===== src/rtl/ooo_pkg.sv =====
`default_nettype none

package ooo_pkg;

  localparam int NUM_TAGS     = 32;  // Physical tags
  localparam int TAG_W        = 5;   // log2(NUM_TAGS)
  localparam int DATA_W       = 16;  // Datapath width
  localparam int RS_ALU_DEPTH = 4;   // ALU RS slots
  localparam int RS_MUL_DEPTH = 2;   // MUL RS slots
  localparam int MUL_LAT      = 3;   // Multiplier stages

  typedef logic [TAG_W-1:0]  tag_t;
  typedef logic [DATA_W-1:0] data_t;

  typedef enum logic {ALU, MUL} fu_class_e;

  typedef enum logic [2:0] {
    OP_ADD = 3'd0,
    OP_SUB = 3'd1,
    OP_AND = 3'd2,
    OP_XOR = 3'd3,
    OP_MUL = 3'd4
  } opcode_e;

  typedef struct packed {
    tag_t tag;   // Producer tag
    logic rdy;   // Value available
  } src_t;

  typedef struct packed {
    logic    busy;
    opcode_e op;
    tag_t    dest;
    src_t    src1;
    src_t    src2;
  } rs_entry_t;

  typedef struct packed {
    opcode_e op;
    tag_t    dest;
    data_t   a;     // Operand 1 value
    data_t   b;     // Operand 2 value
  } fu_req_t;

  typedef struct packed {
    tag_t  tag;
    data_t value;
  } cdb_t;

  // Only MUL goes to the multiplier
  function automatic fu_class_e op_class(opcode_e op);
    return (op == OP_MUL) ? MUL : ALU;
  endfunction

endpackage

`default_nettype wire


===== src/rtl/ooo_if.sv =====
`timescale 1ns/1ps
`default_nettype none

// RS to one execution unit
interface issue_if;
  import ooo_pkg::*;

  logic    valid;
  logic    ready;      // Unit can take an op
  opcode_e op;
  tag_t    dest;
  tag_t    src1_tag;   // Register file read address
  tag_t    src2_tag;
  data_t   src1_val;   // Register file read data
  data_t   src2_val;
  fu_req_t req;

  assign req = '{op: op, dest: dest, a: src1_val, b: src2_val};  // Bundle for the unit

  modport source (output valid, op, dest, src1_tag, src2_tag, input ready);
  modport sink   (input valid, req, output ready);
endinterface

// Common data bus, one result per cycle
interface cdb_if;
  import ooo_pkg::*;

  logic  valid;
  tag_t  tag;
  data_t value;

  modport driver  (output valid, tag, value);
  modport monitor (input valid, tag, value);
endinterface

`default_nettype wire


===== src/rtl/dispatch_stage.sv =====
`timescale 1ns/1ps
`default_nettype none

module dispatch_stage (
  input  logic               clock,
  input  logic               reset,
  input  logic               in_valid,
  output logic               in_ready,
  input  ooo_pkg::opcode_e   in_op,
  input  ooo_pkg::tag_t      in_dest,
  input  ooo_pkg::tag_t      in_src1,
  input  ooo_pkg::tag_t      in_src2,
  output ooo_pkg::tag_t      rd_tag1,
  output ooo_pkg::tag_t      rd_tag2,
  input  logic               src1_rdy,
  input  logic               src2_rdy,
  output logic               busy_set_valid,
  output ooo_pkg::tag_t      busy_set_tag,
  cdb_if.monitor             cdb,
  output logic               ds_valid,
  input  logic               ds_ready,
  output ooo_pkg::rs_entry_t ds_entry
);
  import ooo_pkg::*;

  rs_entry_t           entry_q;  // Held instruction
  logic                full_q;
  logic                accept;   // Input handshake
  logic                take;     // RS handshake
  logic [NUM_TAGS-1:0] busy_q;   // Shadow of outstanding dests

  function automatic logic cdb_hit(tag_t t);
    return cdb.valid && (cdb.tag == t);
  endfunction

  assign ds_valid       = full_q;
  assign take           = full_q && ds_ready;
  assign in_ready       = !full_q || ds_ready;  // Empty or draining
  assign accept         = in_valid && in_ready;
  assign rd_tag1        = in_src1;              // Ready lookup
  assign rd_tag2        = in_src2;
  assign busy_set_valid = accept;
  assign busy_set_tag   = in_dest;

  // Forward with same-cycle wakeup folded in
  always_comb begin
    ds_entry          = entry_q;
    ds_entry.src1.rdy = entry_q.src1.rdy || cdb_hit(entry_q.src1.tag);
    ds_entry.src2.rdy = entry_q.src2.rdy || cdb_hit(entry_q.src2.tag);
  end

  always_ff @(posedge clock) begin
    if (reset) begin
      full_q <= 1'b0;
    end else if (accept) begin
      full_q <= 1'b1;
    end else if (take) begin
      full_q <= 1'b0;
    end
  end

  always_ff @(posedge clock) begin
    if (accept) begin
      entry_q.busy     <= 1'b1;
      entry_q.op       <= in_op;
      entry_q.dest     <= in_dest;
      entry_q.src1.tag <= in_src1;
      entry_q.src1.rdy <= src1_rdy || cdb_hit(in_src1);  // Completing now counts
      entry_q.src2.tag <= in_src2;
      entry_q.src2.rdy <= src2_rdy || cdb_hit(in_src2);
    end else begin
      entry_q.src1.rdy <= ds_entry.src1.rdy;  // Keep snooping while stalled
      entry_q.src2.rdy <= ds_entry.src2.rdy;
    end
  end

  always_ff @(posedge clock) begin
    if (reset) begin
      busy_q <= '0;
    end else begin
      if (accept) begin
        busy_q[in_dest] <= 1'b1;
      end
      if (cdb.valid) begin
        busy_q[cdb.tag] <= 1'b0;
      end
    end
  end

  // A tag is reused only after its previous result was broadcast
  a_dest_free : assert property (@(posedge clock) disable iff (reset)
    accept |-> !busy_q[in_dest])
    else $error("dispatch of busy destination tag %0d", in_dest);

endmodule

`default_nettype wire


===== src/rtl/reservation_station.sv =====
`timescale 1ns/1ps
`default_nettype none

module reservation_station (
  input  logic               clock,
  input  logic               reset,
  input  logic               ds_valid,
  output logic               ds_ready,
  input  ooo_pkg::rs_entry_t ds_entry,
  cdb_if.monitor             cdb,
  issue_if.source            alu_iss,
  issue_if.source            mul_iss
);
  import ooo_pkg::*;

  localparam int N_ENT = RS_ALU_DEPTH + RS_MUL_DEPTH;  // ALU slots first, then MUL
  localparam int IDX_W = $clog2(N_ENT);

  rs_entry_t        ent_q [N_ENT];
  logic [N_ENT-1:0] s1_rdy;      // Ready incl. this cycle's bus
  logic [N_ENT-1:0] s2_rdy;
  logic [N_ENT-1:0] can_issue;
  logic [N_ENT-1:0] leave;       // Issued this cycle
  logic [N_ENT-1:0] is_free;
  logic             alu_found;
  logic             mul_found;
  logic             alloc_found;
  logic [IDX_W-1:0] alu_idx;
  logic [IDX_W-1:0] mul_idx;
  logic [IDX_W-1:0] alloc_idx;
  fu_class_e        in_class;
  logic             dup_dest;
  logic             early_issue;  // Issued while its producer still waits here

  function automatic fu_class_e slot_class(int i);
    return (i < RS_ALU_DEPTH) ? ALU : MUL;
  endfunction

  // Wakeup and lowest-index issue select per class
  always_comb begin
    alu_found = 1'b0;
    mul_found = 1'b0;
    alu_idx   = '0;
    mul_idx   = '0;
    for (int i = 0; i < N_ENT; i++) begin
      s1_rdy[i]    = ent_q[i].src1.rdy || (cdb.valid && cdb.tag == ent_q[i].src1.tag);
      s2_rdy[i]    = ent_q[i].src2.rdy || (cdb.valid && cdb.tag == ent_q[i].src2.tag);
      can_issue[i] = ent_q[i].busy && s1_rdy[i] && s2_rdy[i];
      if (can_issue[i] && slot_class(i) == ALU && !alu_found) begin
        alu_found = 1'b1;
        alu_idx   = IDX_W'(i);
      end
      if (can_issue[i] && slot_class(i) == MUL && !mul_found) begin
        mul_found = 1'b1;
        mul_idx   = IDX_W'(i);
      end
    end
  end

  assign alu_iss.valid    = alu_found;
  assign alu_iss.op       = ent_q[alu_idx].op;
  assign alu_iss.dest     = ent_q[alu_idx].dest;
  assign alu_iss.src1_tag = ent_q[alu_idx].src1.tag;  // Values read at issue
  assign alu_iss.src2_tag = ent_q[alu_idx].src2.tag;
  assign mul_iss.valid    = mul_found;
  assign mul_iss.op       = ent_q[mul_idx].op;
  assign mul_iss.dest     = ent_q[mul_idx].dest;
  assign mul_iss.src1_tag = ent_q[mul_idx].src1.tag;
  assign mul_iss.src2_tag = ent_q[mul_idx].src2.tag;

  // Lowest free slot of the class, slots leaving now included
  always_comb begin
    in_class    = op_class(ds_entry.op);
    alloc_found = 1'b0;
    alloc_idx   = '0;
    for (int i = 0; i < N_ENT; i++) begin
      leave[i]   = (alu_found && alu_iss.ready && alu_idx == IDX_W'(i)) ||
                   (mul_found && mul_iss.ready && mul_idx == IDX_W'(i));
      is_free[i] = !ent_q[i].busy || leave[i];
      if (is_free[i] && slot_class(i) == in_class && !alloc_found) begin
        alloc_found = 1'b1;
        alloc_idx   = IDX_W'(i);
      end
    end
  end

  assign ds_ready = alloc_found;

  always_ff @(posedge clock) begin
    for (int i = 0; i < N_ENT; i++) begin
      if (reset) begin
        ent_q[i].busy <= 1'b0;
      end else if (ds_valid && ds_ready && alloc_idx == IDX_W'(i)) begin
        ent_q[i] <= ds_entry;
      end else if (leave[i]) begin
        ent_q[i].busy <= 1'b0;
      end else begin
        ent_q[i].src1.rdy <= s1_rdy[i];  // Latch wakeup
        ent_q[i].src2.rdy <= s2_rdy[i];
      end
    end
  end

  always_comb begin
    dup_dest    = 1'b0;
    early_issue = 1'b0;
    for (int i = 0; i < N_ENT; i++) begin
      for (int j = i + 1; j < N_ENT; j++) begin
        if (ent_q[i].busy && ent_q[j].busy && ent_q[i].dest == ent_q[j].dest) begin
          dup_dest = 1'b1;
        end
      end
      for (int j = 0; j < N_ENT; j++) begin
        if (leave[i] && ent_q[j].busy && (ent_q[j].dest == ent_q[i].src1.tag ||
                                          ent_q[j].dest == ent_q[i].src2.tag)) begin
          early_issue = 1'b1;
        end
      end
    end
  end

  // A source whose producer still sits in the RS has no value yet
  a_issue_ready : assert property (@(posedge clock) disable iff (reset) !early_issue)
    else $error("RS issued an entry with a source not ready");

  // Holds across allocation history, not just one cycle
  a_unique_dest : assert property (@(posedge clock) disable iff (reset) !dup_dest)
    else $error("two busy RS entries share a destination tag");

endmodule

`default_nettype wire


===== src/rtl/phys_regfile.sv =====
`timescale 1ns/1ps
`default_nettype none

module phys_regfile (
  input  logic           clock,
  input  logic           reset,
  cdb_if.monitor         cdb,
  input  logic           busy_set_valid,
  input  ooo_pkg::tag_t  busy_set_tag,
  input  ooo_pkg::tag_t  rd_tag1,
  input  ooo_pkg::tag_t  rd_tag2,
  input  ooo_pkg::tag_t  alu_tag1,
  input  ooo_pkg::tag_t  alu_tag2,
  input  ooo_pkg::tag_t  mul_tag1,
  input  ooo_pkg::tag_t  mul_tag2,
  output logic           src1_rdy,
  output logic           src2_rdy,
  output ooo_pkg::data_t alu_val1,
  output ooo_pkg::data_t alu_val2,
  output ooo_pkg::data_t mul_val1,
  output ooo_pkg::data_t mul_val2
);
  import ooo_pkg::*;

  data_t               value_q [NUM_TAGS];
  logic [NUM_TAGS-1:0] ready_q;

  // Current broadcast bypasses the array
  function automatic data_t read_val(tag_t t);
    return (cdb.valid && cdb.tag == t) ? cdb.value : value_q[t];
  endfunction

  always_ff @(posedge clock) begin
    if (reset) begin
      for (int t = 0; t < NUM_TAGS; t++) begin
        value_q[t] <= data_t'(t);  // Tag t starts at value t
        ready_q[t] <= 1'b1;
      end
    end else begin
      if (busy_set_valid) begin
        ready_q[busy_set_tag] <= 1'b0;
      end
      if (cdb.valid) begin        // Later assignment so the bus wins
        value_q[cdb.tag] <= cdb.value;
        ready_q[cdb.tag] <= 1'b1;
      end
    end
  end

  assign src1_rdy = ready_q[rd_tag1];  // Dispatch adds its own bus match
  assign src2_rdy = ready_q[rd_tag2];
  assign alu_val1 = read_val(alu_tag1);
  assign alu_val2 = read_val(alu_tag2);
  assign mul_val1 = read_val(mul_tag1);
  assign mul_val2 = read_val(mul_tag2);

endmodule

`default_nettype wire


===== src/rtl/exec_unit.sv =====
`timescale 1ns/1ps
`default_nettype none

module exec_unit #(
  parameter ooo_pkg::fu_class_e FU_CLASS = ooo_pkg::ALU
) (
  input  logic         clock,
  input  logic         reset,
  issue_if.sink        iss,
  input  logic         grant,
  output logic         res_valid,
  output ooo_pkg::cdb_t res
);
  import ooo_pkg::*;

  if (FU_CLASS == ALU) begin : g_alu
    data_t alu_out;

    always_comb begin
      case (iss.req.op)
        OP_ADD:  alu_out = iss.req.a + iss.req.b;
        OP_SUB:  alu_out = iss.req.a - iss.req.b;
        OP_AND:  alu_out = iss.req.a & iss.req.b;
        OP_XOR:  alu_out = iss.req.a ^ iss.req.b;
        default: alu_out = iss.req.a + iss.req.b;  // MUL never routed here
      endcase
    end

    assign iss.ready = !res_valid || grant;  // Hold reg free or draining

    always_ff @(posedge clock) begin
      if (reset) begin
        res_valid <= 1'b0;
      end else if (iss.valid && iss.ready) begin
        res_valid <= 1'b1;
      end else if (grant) begin
        res_valid <= 1'b0;
      end
    end

    always_ff @(posedge clock) begin
      if (iss.valid && iss.ready) begin
        res <= '{tag: iss.req.dest, value: alu_out};
      end
    end
  end else begin : g_mul
    logic [MUL_LAT-1:0] v_q;            // Stage valids
    cdb_t               stage_q [MUL_LAT];
    logic               advance;

    assign advance   = !v_q[MUL_LAT-1] || grant;  // Whole pipe stalls otherwise
    assign iss.ready = advance;

    always_ff @(posedge clock) begin
      if (reset) begin
        v_q <= '0;
      end else if (advance) begin
        v_q <= {v_q[MUL_LAT-2:0], iss.valid};
      end
    end

    always_ff @(posedge clock) begin
      if (advance) begin
        stage_q[0] <= '{tag: iss.req.dest, value: data_t'(iss.req.a * iss.req.b)};  // Low bits
        for (int s = 1; s < MUL_LAT; s++) begin
          stage_q[s] <= stage_q[s-1];
        end
      end
    end

    assign res_valid = v_q[MUL_LAT-1];
    assign res       = stage_q[MUL_LAT-1];
  end

  a_res_hold : assert property (@(posedge clock) disable iff (reset)
    res_valid && !grant |=> res_valid && $stable(res))
    else $error("ungranted result changed or dropped");

endmodule

`default_nettype wire


===== src/rtl/cdb_arbiter.sv =====
`timescale 1ns/1ps
`default_nettype none

module cdb_arbiter (
  input  logic          alu_valid,
  input  ooo_pkg::cdb_t alu_res,
  input  logic          mul_valid,
  input  ooo_pkg::cdb_t mul_res,
  output logic          alu_grant,
  output logic          mul_grant,
  cdb_if.driver         cdb
);
  import ooo_pkg::*;

  cdb_t winner;

  assign mul_grant = mul_valid;                // MUL has priority
  assign alu_grant = alu_valid && !mul_valid;
  assign winner    = mul_valid ? mul_res : alu_res;

  assign cdb.valid = alu_valid || mul_valid;   // Never stalled
  assign cdb.tag   = winner.tag;
  assign cdb.value = winner.value;

endmodule

`default_nettype wire


===== src/rtl/ooo_issue_top.sv =====
`timescale 1ns/1ps
`default_nettype none

module ooo_issue_top (
  input  logic             clock,
  input  logic             reset,
  input  logic             in_valid,
  output logic             in_ready,
  input  ooo_pkg::opcode_e in_op,
  input  ooo_pkg::tag_t    in_dest,
  input  ooo_pkg::tag_t    in_src1,
  input  ooo_pkg::tag_t    in_src2,
  output logic             cmp_valid,
  output ooo_pkg::tag_t    cmp_tag,
  output ooo_pkg::data_t   cmp_value
);
  import ooo_pkg::*;

  tag_t      rd_tag1;
  tag_t      rd_tag2;
  logic      src1_rdy;
  logic      src2_rdy;
  logic      busy_set_valid;
  tag_t      busy_set_tag;
  logic      ds_valid;
  logic      ds_ready;
  rs_entry_t ds_entry;
  logic      alu_res_valid;
  logic      mul_res_valid;
  cdb_t      alu_res;
  cdb_t      mul_res;
  logic      alu_grant;
  logic      mul_grant;

  issue_if alu_iss ();
  issue_if mul_iss ();
  cdb_if   cdb_bus ();

  dispatch_stage u_dispatch (
    .clock, .reset, .in_valid, .in_ready, .in_op, .in_dest, .in_src1, .in_src2,
    .rd_tag1, .rd_tag2, .src1_rdy, .src2_rdy, .busy_set_valid, .busy_set_tag,
    .cdb (cdb_bus), .ds_valid, .ds_ready, .ds_entry
  );

  reservation_station u_rs (
    .clock, .reset, .ds_valid, .ds_ready, .ds_entry,
    .cdb (cdb_bus), .alu_iss (alu_iss), .mul_iss (mul_iss)
  );

  phys_regfile u_prf (
    .clock, .reset, .cdb (cdb_bus), .busy_set_valid, .busy_set_tag,
    .rd_tag1, .rd_tag2, .src1_rdy, .src2_rdy,
    .alu_tag1 (alu_iss.src1_tag), .alu_tag2 (alu_iss.src2_tag),
    .mul_tag1 (mul_iss.src1_tag), .mul_tag2 (mul_iss.src2_tag),
    .alu_val1 (alu_iss.src1_val), .alu_val2 (alu_iss.src2_val),
    .mul_val1 (mul_iss.src1_val), .mul_val2 (mul_iss.src2_val)
  );

  exec_unit #(.FU_CLASS(ALU)) u_alu (
    .clock, .reset, .iss (alu_iss), .grant (alu_grant), .res_valid (alu_res_valid),
    .res (alu_res)
  );

  exec_unit #(.FU_CLASS(MUL)) u_mul (
    .clock, .reset, .iss (mul_iss), .grant (mul_grant), .res_valid (mul_res_valid),
    .res (mul_res)
  );

  cdb_arbiter u_arb (
    .alu_valid (alu_res_valid), .alu_res, .mul_valid (mul_res_valid), .mul_res,
    .alu_grant, .mul_grant, .cdb (cdb_bus)
  );

  assign cmp_valid = cdb_bus.valid;  // Completion is the broadcast
  assign cmp_tag   = cdb_bus.tag;
  assign cmp_value = cdb_bus.value;

endmodule

`default_nettype wire


===== config.mk =====
export PLATFORM = sky130hd
export DESIGN_NAME = ooo_issue_top
export DESIGN_NICKNAME = d
export VERILOG_FILES = /design/src/rtl/ooo_pkg.sv /design/src/rtl/ooo_if.sv /design/src/rtl/dispatch_stage.sv /design/src/rtl/reservation_station.sv /design/src/rtl/phys_regfile.sv /design/src/rtl/exec_unit.sv /design/src/rtl/cdb_arbiter.sv /design/src/rtl/ooo_issue_top.sv
export SDC_FILE = /design/constraint.sdc
export NUM_CORES = 2
export LEC_CHECK = 0
export ABC_AREA = 1
export BUFFER_PORTS_ARGS = -buffer_cell sky130_fd_sc_hd__buf_2
export CAP_MARGIN = 20
export CORE_AREA = 2 2 413 415
export DETAILED_ROUTE_END_ITERATION = 10
export DIE_AREA = 0 0 415 417
export PLACE_DENSITY_LB_ADDON = 0.3
export SYNTH_ARGS = -nofsm -noshare
export SYNTH_HDL_FRONTEND = slang
export SYNTH_HIERARCHICAL = 1
export SYNTH_SLANG_ARGS = --single-unit

===== constraint.sdc =====
create_clock -name clock -period 11.8 [get_ports clock]
set_input_delay 1.77 -clock clock [delete_from_list [all_inputs] [get_ports clock]]
set_output_delay 1.77 -clock clock [all_outputs]
set_load 0.005 [all_outputs]

After elaboration in Yosys (flattened, before gate mapping)
Memory sizes are Yosys's and may differ from the RTL's.
Index checks and enable logic that the tools add are counted.
{ "word_totals": {"ramBits": 701, "mem_count": 3, "ff_bits": 78, "out_inout_bits": 23, "word_cells": 363} }
{ "mem_list": {"columns": ["name", "depth", "word_bits", "rd", "rd_ports_with_merged_regs", "wr", "line_no", "rtl"], "rows": [
  ["u_prf.value_q", 32, 16, 4, 0, 32, "phys_regfile.sv:25", "data_t value_q [NUM_TAGS];"],
  ["u_rs.ent_q", 6, 21, 8, 0, 6, "reservation_station.sv:19", "rs_entry_t ent_q [N_ENT];"],
  ["u_mul.g_mul.stage_q", 3, 21, 3, 0, 3, "exec_unit.sv:48", "cdb_t stage_q [MUL_LAT];"]
]} }
{ "classes": {"n_mux": 144, "mul": 1, "n_eq_ne": 39, "reduce_logical": 126, "n_bitwise": 30, "n_lt_le_gt_ge": 6, "add_sub_neg": 2} }
{ "ops": {"columns": ["cell", "n"], "rows": [
  ["1-bit 2-to-1 mux", 121],
  ["5-bit equality test", 20],
  ["32-bit 2-to-1 mux", 3],
  ["16-bit 2-to-1 mux", 5],
  ["1-bit logical AND", 71],
  ["16-bit one-hot mux with 3 select lines", 1],
  ["32-bit bitwise AND", 1],
  ["32-bit inverter", 1],
  ["32-bit OR", 1],
  ["1-bit logical OR", 31],
  ["3-bit by 2-bit equality test with 1-bit output, second input constant", 8],
  ["5-bit by 6-bit < comparator with 1-bit output, second input constant", 4],
  ["1-bit OR", 24],
  ["3-bit equality test, second input constant", 7],
  ["21-bit 2-to-1 mux", 1],
  ["1-bit zero test", 18],
  ["3-bit 2-to-1 mux", 6],
  ["16-bit adder", 1],
  ["16-bit bitwise AND", 1],
  ["16-bit by 16-bit multiplier with 16-bit output", 1],
  ["16-bit OR reduction", 1],
  ["16-bit subtractor", 1],
  ["16-bit XOR", 1],
  ["3-bit by 1-bit equality test with 1-bit output, second input constant", 4],
  ["other kinds (8)", 15]
]} }

Logic depth before layout (Yosys ltp)
An unclocked memory read counts as a cell.
{ "logic_depth": {"ltp_word": 45, "depth_mapped": 56} }

Cells and area by module
The synthesis kept the hierarchy.
{ "modules_own_cells": {"columns": ["mod", "seq_area_each_um2", "cells_per_inst", "area_per_inst_um2", "instances"], "rows": [
  ["phys_regfile", 16015.4, 6611, 41934.0, 1],
  ["exec_unit (u_mul)", 1951.9, 738, 6462.4, 1],
  ["reservation_station", 3783.6, 659, 6236.0, 1],
  ["exec_unit (u_alu)", 650.6, 335, 2443.6, 1],
  ["dispatch_stage", 600.6, 172, 1306.3, 1],
  ["cdb_arbiter", 0.0, 72, 296.5, 1]
]} }

Least setup slack after synthesis
OpenSTA, ideal clock, no wires.
{ "synth_path": {"path_kind": "flip-flop to flip-flop", "start": "register u_mul.g_mul.v_q[2]", "end": "memory u_mul/g_mul.stage_q[0][15] (netlist bit) (data pin)", "t_arrival_ps": 8071, "required_ps": 11547, "stages_incl_launch_ff": 49, "path_slack_ps": 3476, "period_less_slack_ps": 8324, "setup_time_ps": 253, "cell_sequence": "dfxtp_1 -> buf_4 -> nand2_1 -> nand2_1 -> inv_1 -> buf_4 -> o21ai_0 -> nor2_1 -> nand3_1 -> nand2_1 -> nand3_1 -> clkbuf_1 -> clkinv_1 -> nand2_1 -> o221ai_1 -> buf_4 -> inv_1 -> buf_2 -> (+13 left out) -> fa_1 -> inv_1 -> fa_1 -> inv_1 -> fa_1 -> inv_1 -> fa_1 -> inv_1 -> fa_1 -> inv_1 -> ha_1 -> inv_1 -> nor3_1 -> nand3_1 -> nand3_1 -> inv_1 -> nand3_1 -> nand2_1"} }
{ "synth_rtl": {"columns": ["element", "line_no", "rtl"], "rows": [
  ["from (decl)", "exec_unit.sv:47", "logic [MUL_LAT-1:0] v_q;"],
  ["from (signal assigned)", "exec_unit.sv:58", "v_q <= {v_q[MUL_LAT-2:0], iss.valid};"],
  ["to (decl)", "exec_unit.sv:48", null]
]} }

==> results.cfg <==
[place]
placedCellCount = 10330
gp_congestion = 0.9934
hpwlAfterDp_um = 172800
portBuffers = 43

[grt]
antenna_found_initial = 9
overflow = 0
grt_max_degree = 174
grt_pass1_wl_um = 405300
grtUsageTotal = 0.3171
grt_pass1_vias = 57840

[pwr]
swShare = 0.4755
power.share.clock = 0.204
seq_power_share = 0.237
p_comb_frac = 0.559
p_leak_nw = 28.70
vdd_ir_drop_max_mv = 0.7964
p_int_w = 0.008049
p_per_area_nw_per_um2 = 242.5
p_sw_w = 0.007296

[worst_setup_path]
start_kind = flop
r2r_setup_slack_ps = 660
cpPeakStageDelay_ps = 830
crit_top_cell = nand2_1
cp_slowest_cell = clkinv_1
endpoint_kind = flop
crit_arrival_ps = 11610
cp.required_ps = 12270
critPathMaxFanout = 24
criticalPathCategory = reg -> reg

[cts]
cts_buffers = 94
cts.sinks = 773
clock_path_buffers = 3
htreeDepth = 3
cts_hold_buf = 0
clk_latency_ps = 750
cts_tree = built
cts_root_buf = clkbuf_16
cts_resized = 0
post_cts_buffers = 0
cts.clk_slew.worst_paths_ps = 60

[sta]
period_share = 0.9443
final.setup.tns_ps = 0
rsz0062_at_grt = no
hold_viol_final = 0
slew-limit-headroom = 0.1752
fin_skew_ps = 43.72
worst_pin_slew_ps = 1236
setup_viol = 0
max_freq_ghz = 0.08975
period_minus_slack_ps = 11140
slew_violations = 0

[synthesis]
syn-mean-instance-area_um2 = 6.820
ys_warn_count = 6
syn-num-nets = 8754
synth.cell_area_um2 = 58450
syn_inst = 8571

[layout]
nFillCells = 17670
final_common_cell = nand2_1
nNetsFinal = 8393
drive_above_1_share = 0.05935
area_growth_pct = 8.267
mostFrequentLayoutCells = nand2_1 (3362), nand3_1 (1908), edfxtp_1 (734)
final_cells = 10510

[floorplanning]
ios = 44
dieArea_um2 = 173100
die_height_um = 417
coreArea_um2 = 168500
initial_core_util = 0.3468
die_w_um = 415
rows = 151

[min_path]
hold_class = reg -> reg

[drt]
drt_iter0_drc = 9663
antenna_left = 0
wl_um = 281600
vias_per_cell = 5.812
drt-wirelength-per-cell_um = 26.79
via_count = 61100
drc_errors = 0
drt-pass1-iter-count = 8

[run_status]
status = finished, final reports clean

[flow_run]
maxCapViolCount = 0
-- critical path, delay by kind of cell (launching register included) --
| family | cells | cell delay [ps] |
|---|---|---|
| AO/OA/AOI/OAI | 4 | 940 |
| flip-flops | 1 | 320 |
| adder cells (fa/ha/maj) | 7 | 3280 |
| buffers and inverters | 11 | 2810 |
| AND/OR/NAND/NOR | 17 | 3410 |
-- path summary, 6_finish.rpt --
check,from,to,depth (start not counted)
hold reg to reg,u_mul/g_mul.stage_q[0][34]$_DFFE_PP_,u_mul/g_mul.stage_q[0][55]$_DFFE_PP_,0
hold / removal,u_mul/g_mul.stage_q[0][34]$_DFFE_PP_,u_mul/g_mul.stage_q[0][55]$_DFFE_PP_,0
setup reg to reg,u_mul/g_mul.v_q[2]$_SDFFE_PP0P_,u_mul/g_mul.stage_q[0][15]$_DFFE_PP_,39
setup / recovery,u_mul/g_mul.v_q[2]$_SDFFE_PP0P_,u_mul/g_mul.stage_q[0][15]$_DFFE_PP_,39
-- final cells by class --
cell class | count | area [µm²] | share of cell area
multi-input cells | 6424 | 29970 | 0.4736
flip-flops and latches | 773 | 22820 | 0.3606
inverters | 731 | 2804 | 0.04431
well taps | 2218 | 2775 | 0.04385
clock buffers | 116 | 2519 | 0.03980
repair buffers | 186 | 1634 | 0.02582
clock inverters | 60 | 749.5 | 0.01184
diodes | 5 | 12.51 | 0.0001977
-- power groups by stage --
stage | sequential, W | combinational (W) | clock (W)
2_1_floorplan | 0.00361 | 0.00590 | 0
3_3_place_gp | 0.00368 | 0.00836 | 0
3_5_place_dp | 0.00368 | 0.00838 | 0
4_1_cts | 0.00363 | 0.00841 | 0.00316
5_1_grt | 0.00365 | 0.00956 | 0.00327
6_report | 0.00363 | 0.00858 | 0.00313
-- metal layers --
| layer | global-route usage | wire length (µm) | vias up |
|---|---|---|---|
| li1 | - | - | 26960 |
| met3 | 0.07369 | 35680 | 879 |
| met1 | 0.4143 | 107900 | 28930 |
| met2 | 0.4726 | 118100 | 4326 |
| met4 | 0.1996 | 19900 | 4 |
| met5 | 0 | 23 | - |
-- flip-flops by register name, indices dropped and copies added (netlist names), 2 cells and up --
register	flops
u_dispatch/entry_q	2
u_dispatch/ds_entry	18
u_mul/g_mul.v_q	3
u_mul/g_mul.stage_q	63
u_alu/res	21
u_rs/ent_q	120
u_prf/ready_q	32
u_prf/value_q	512
-- per-stage QoR --
| stage | instance area, µm² | utilization | power [W] | setup slack, ps | hold WS (ps) |
|---|---|---|---|---|---|
| floorplan | 58450 | - | 0.009514 | 3533 | 400.3 |
| CTS | 63180 | 0.3749 | 0.01520 | 878.3 | 417.9 |
| global placement | 59840 | 0.3551 | 0.01204 | 857.0 | 401.7 |
| global route | 63270 | 0.3754 | 0.01648 | 14.19 | 420.7 |
| detailed placement | 59910 | 0.3555 | 0.01206 | 916.2 | 404.5 |
| finish | 63280 | 0.3755 | 0.01535 | 657.8 | 416.9 |
(Power assumes the default switching activity.)
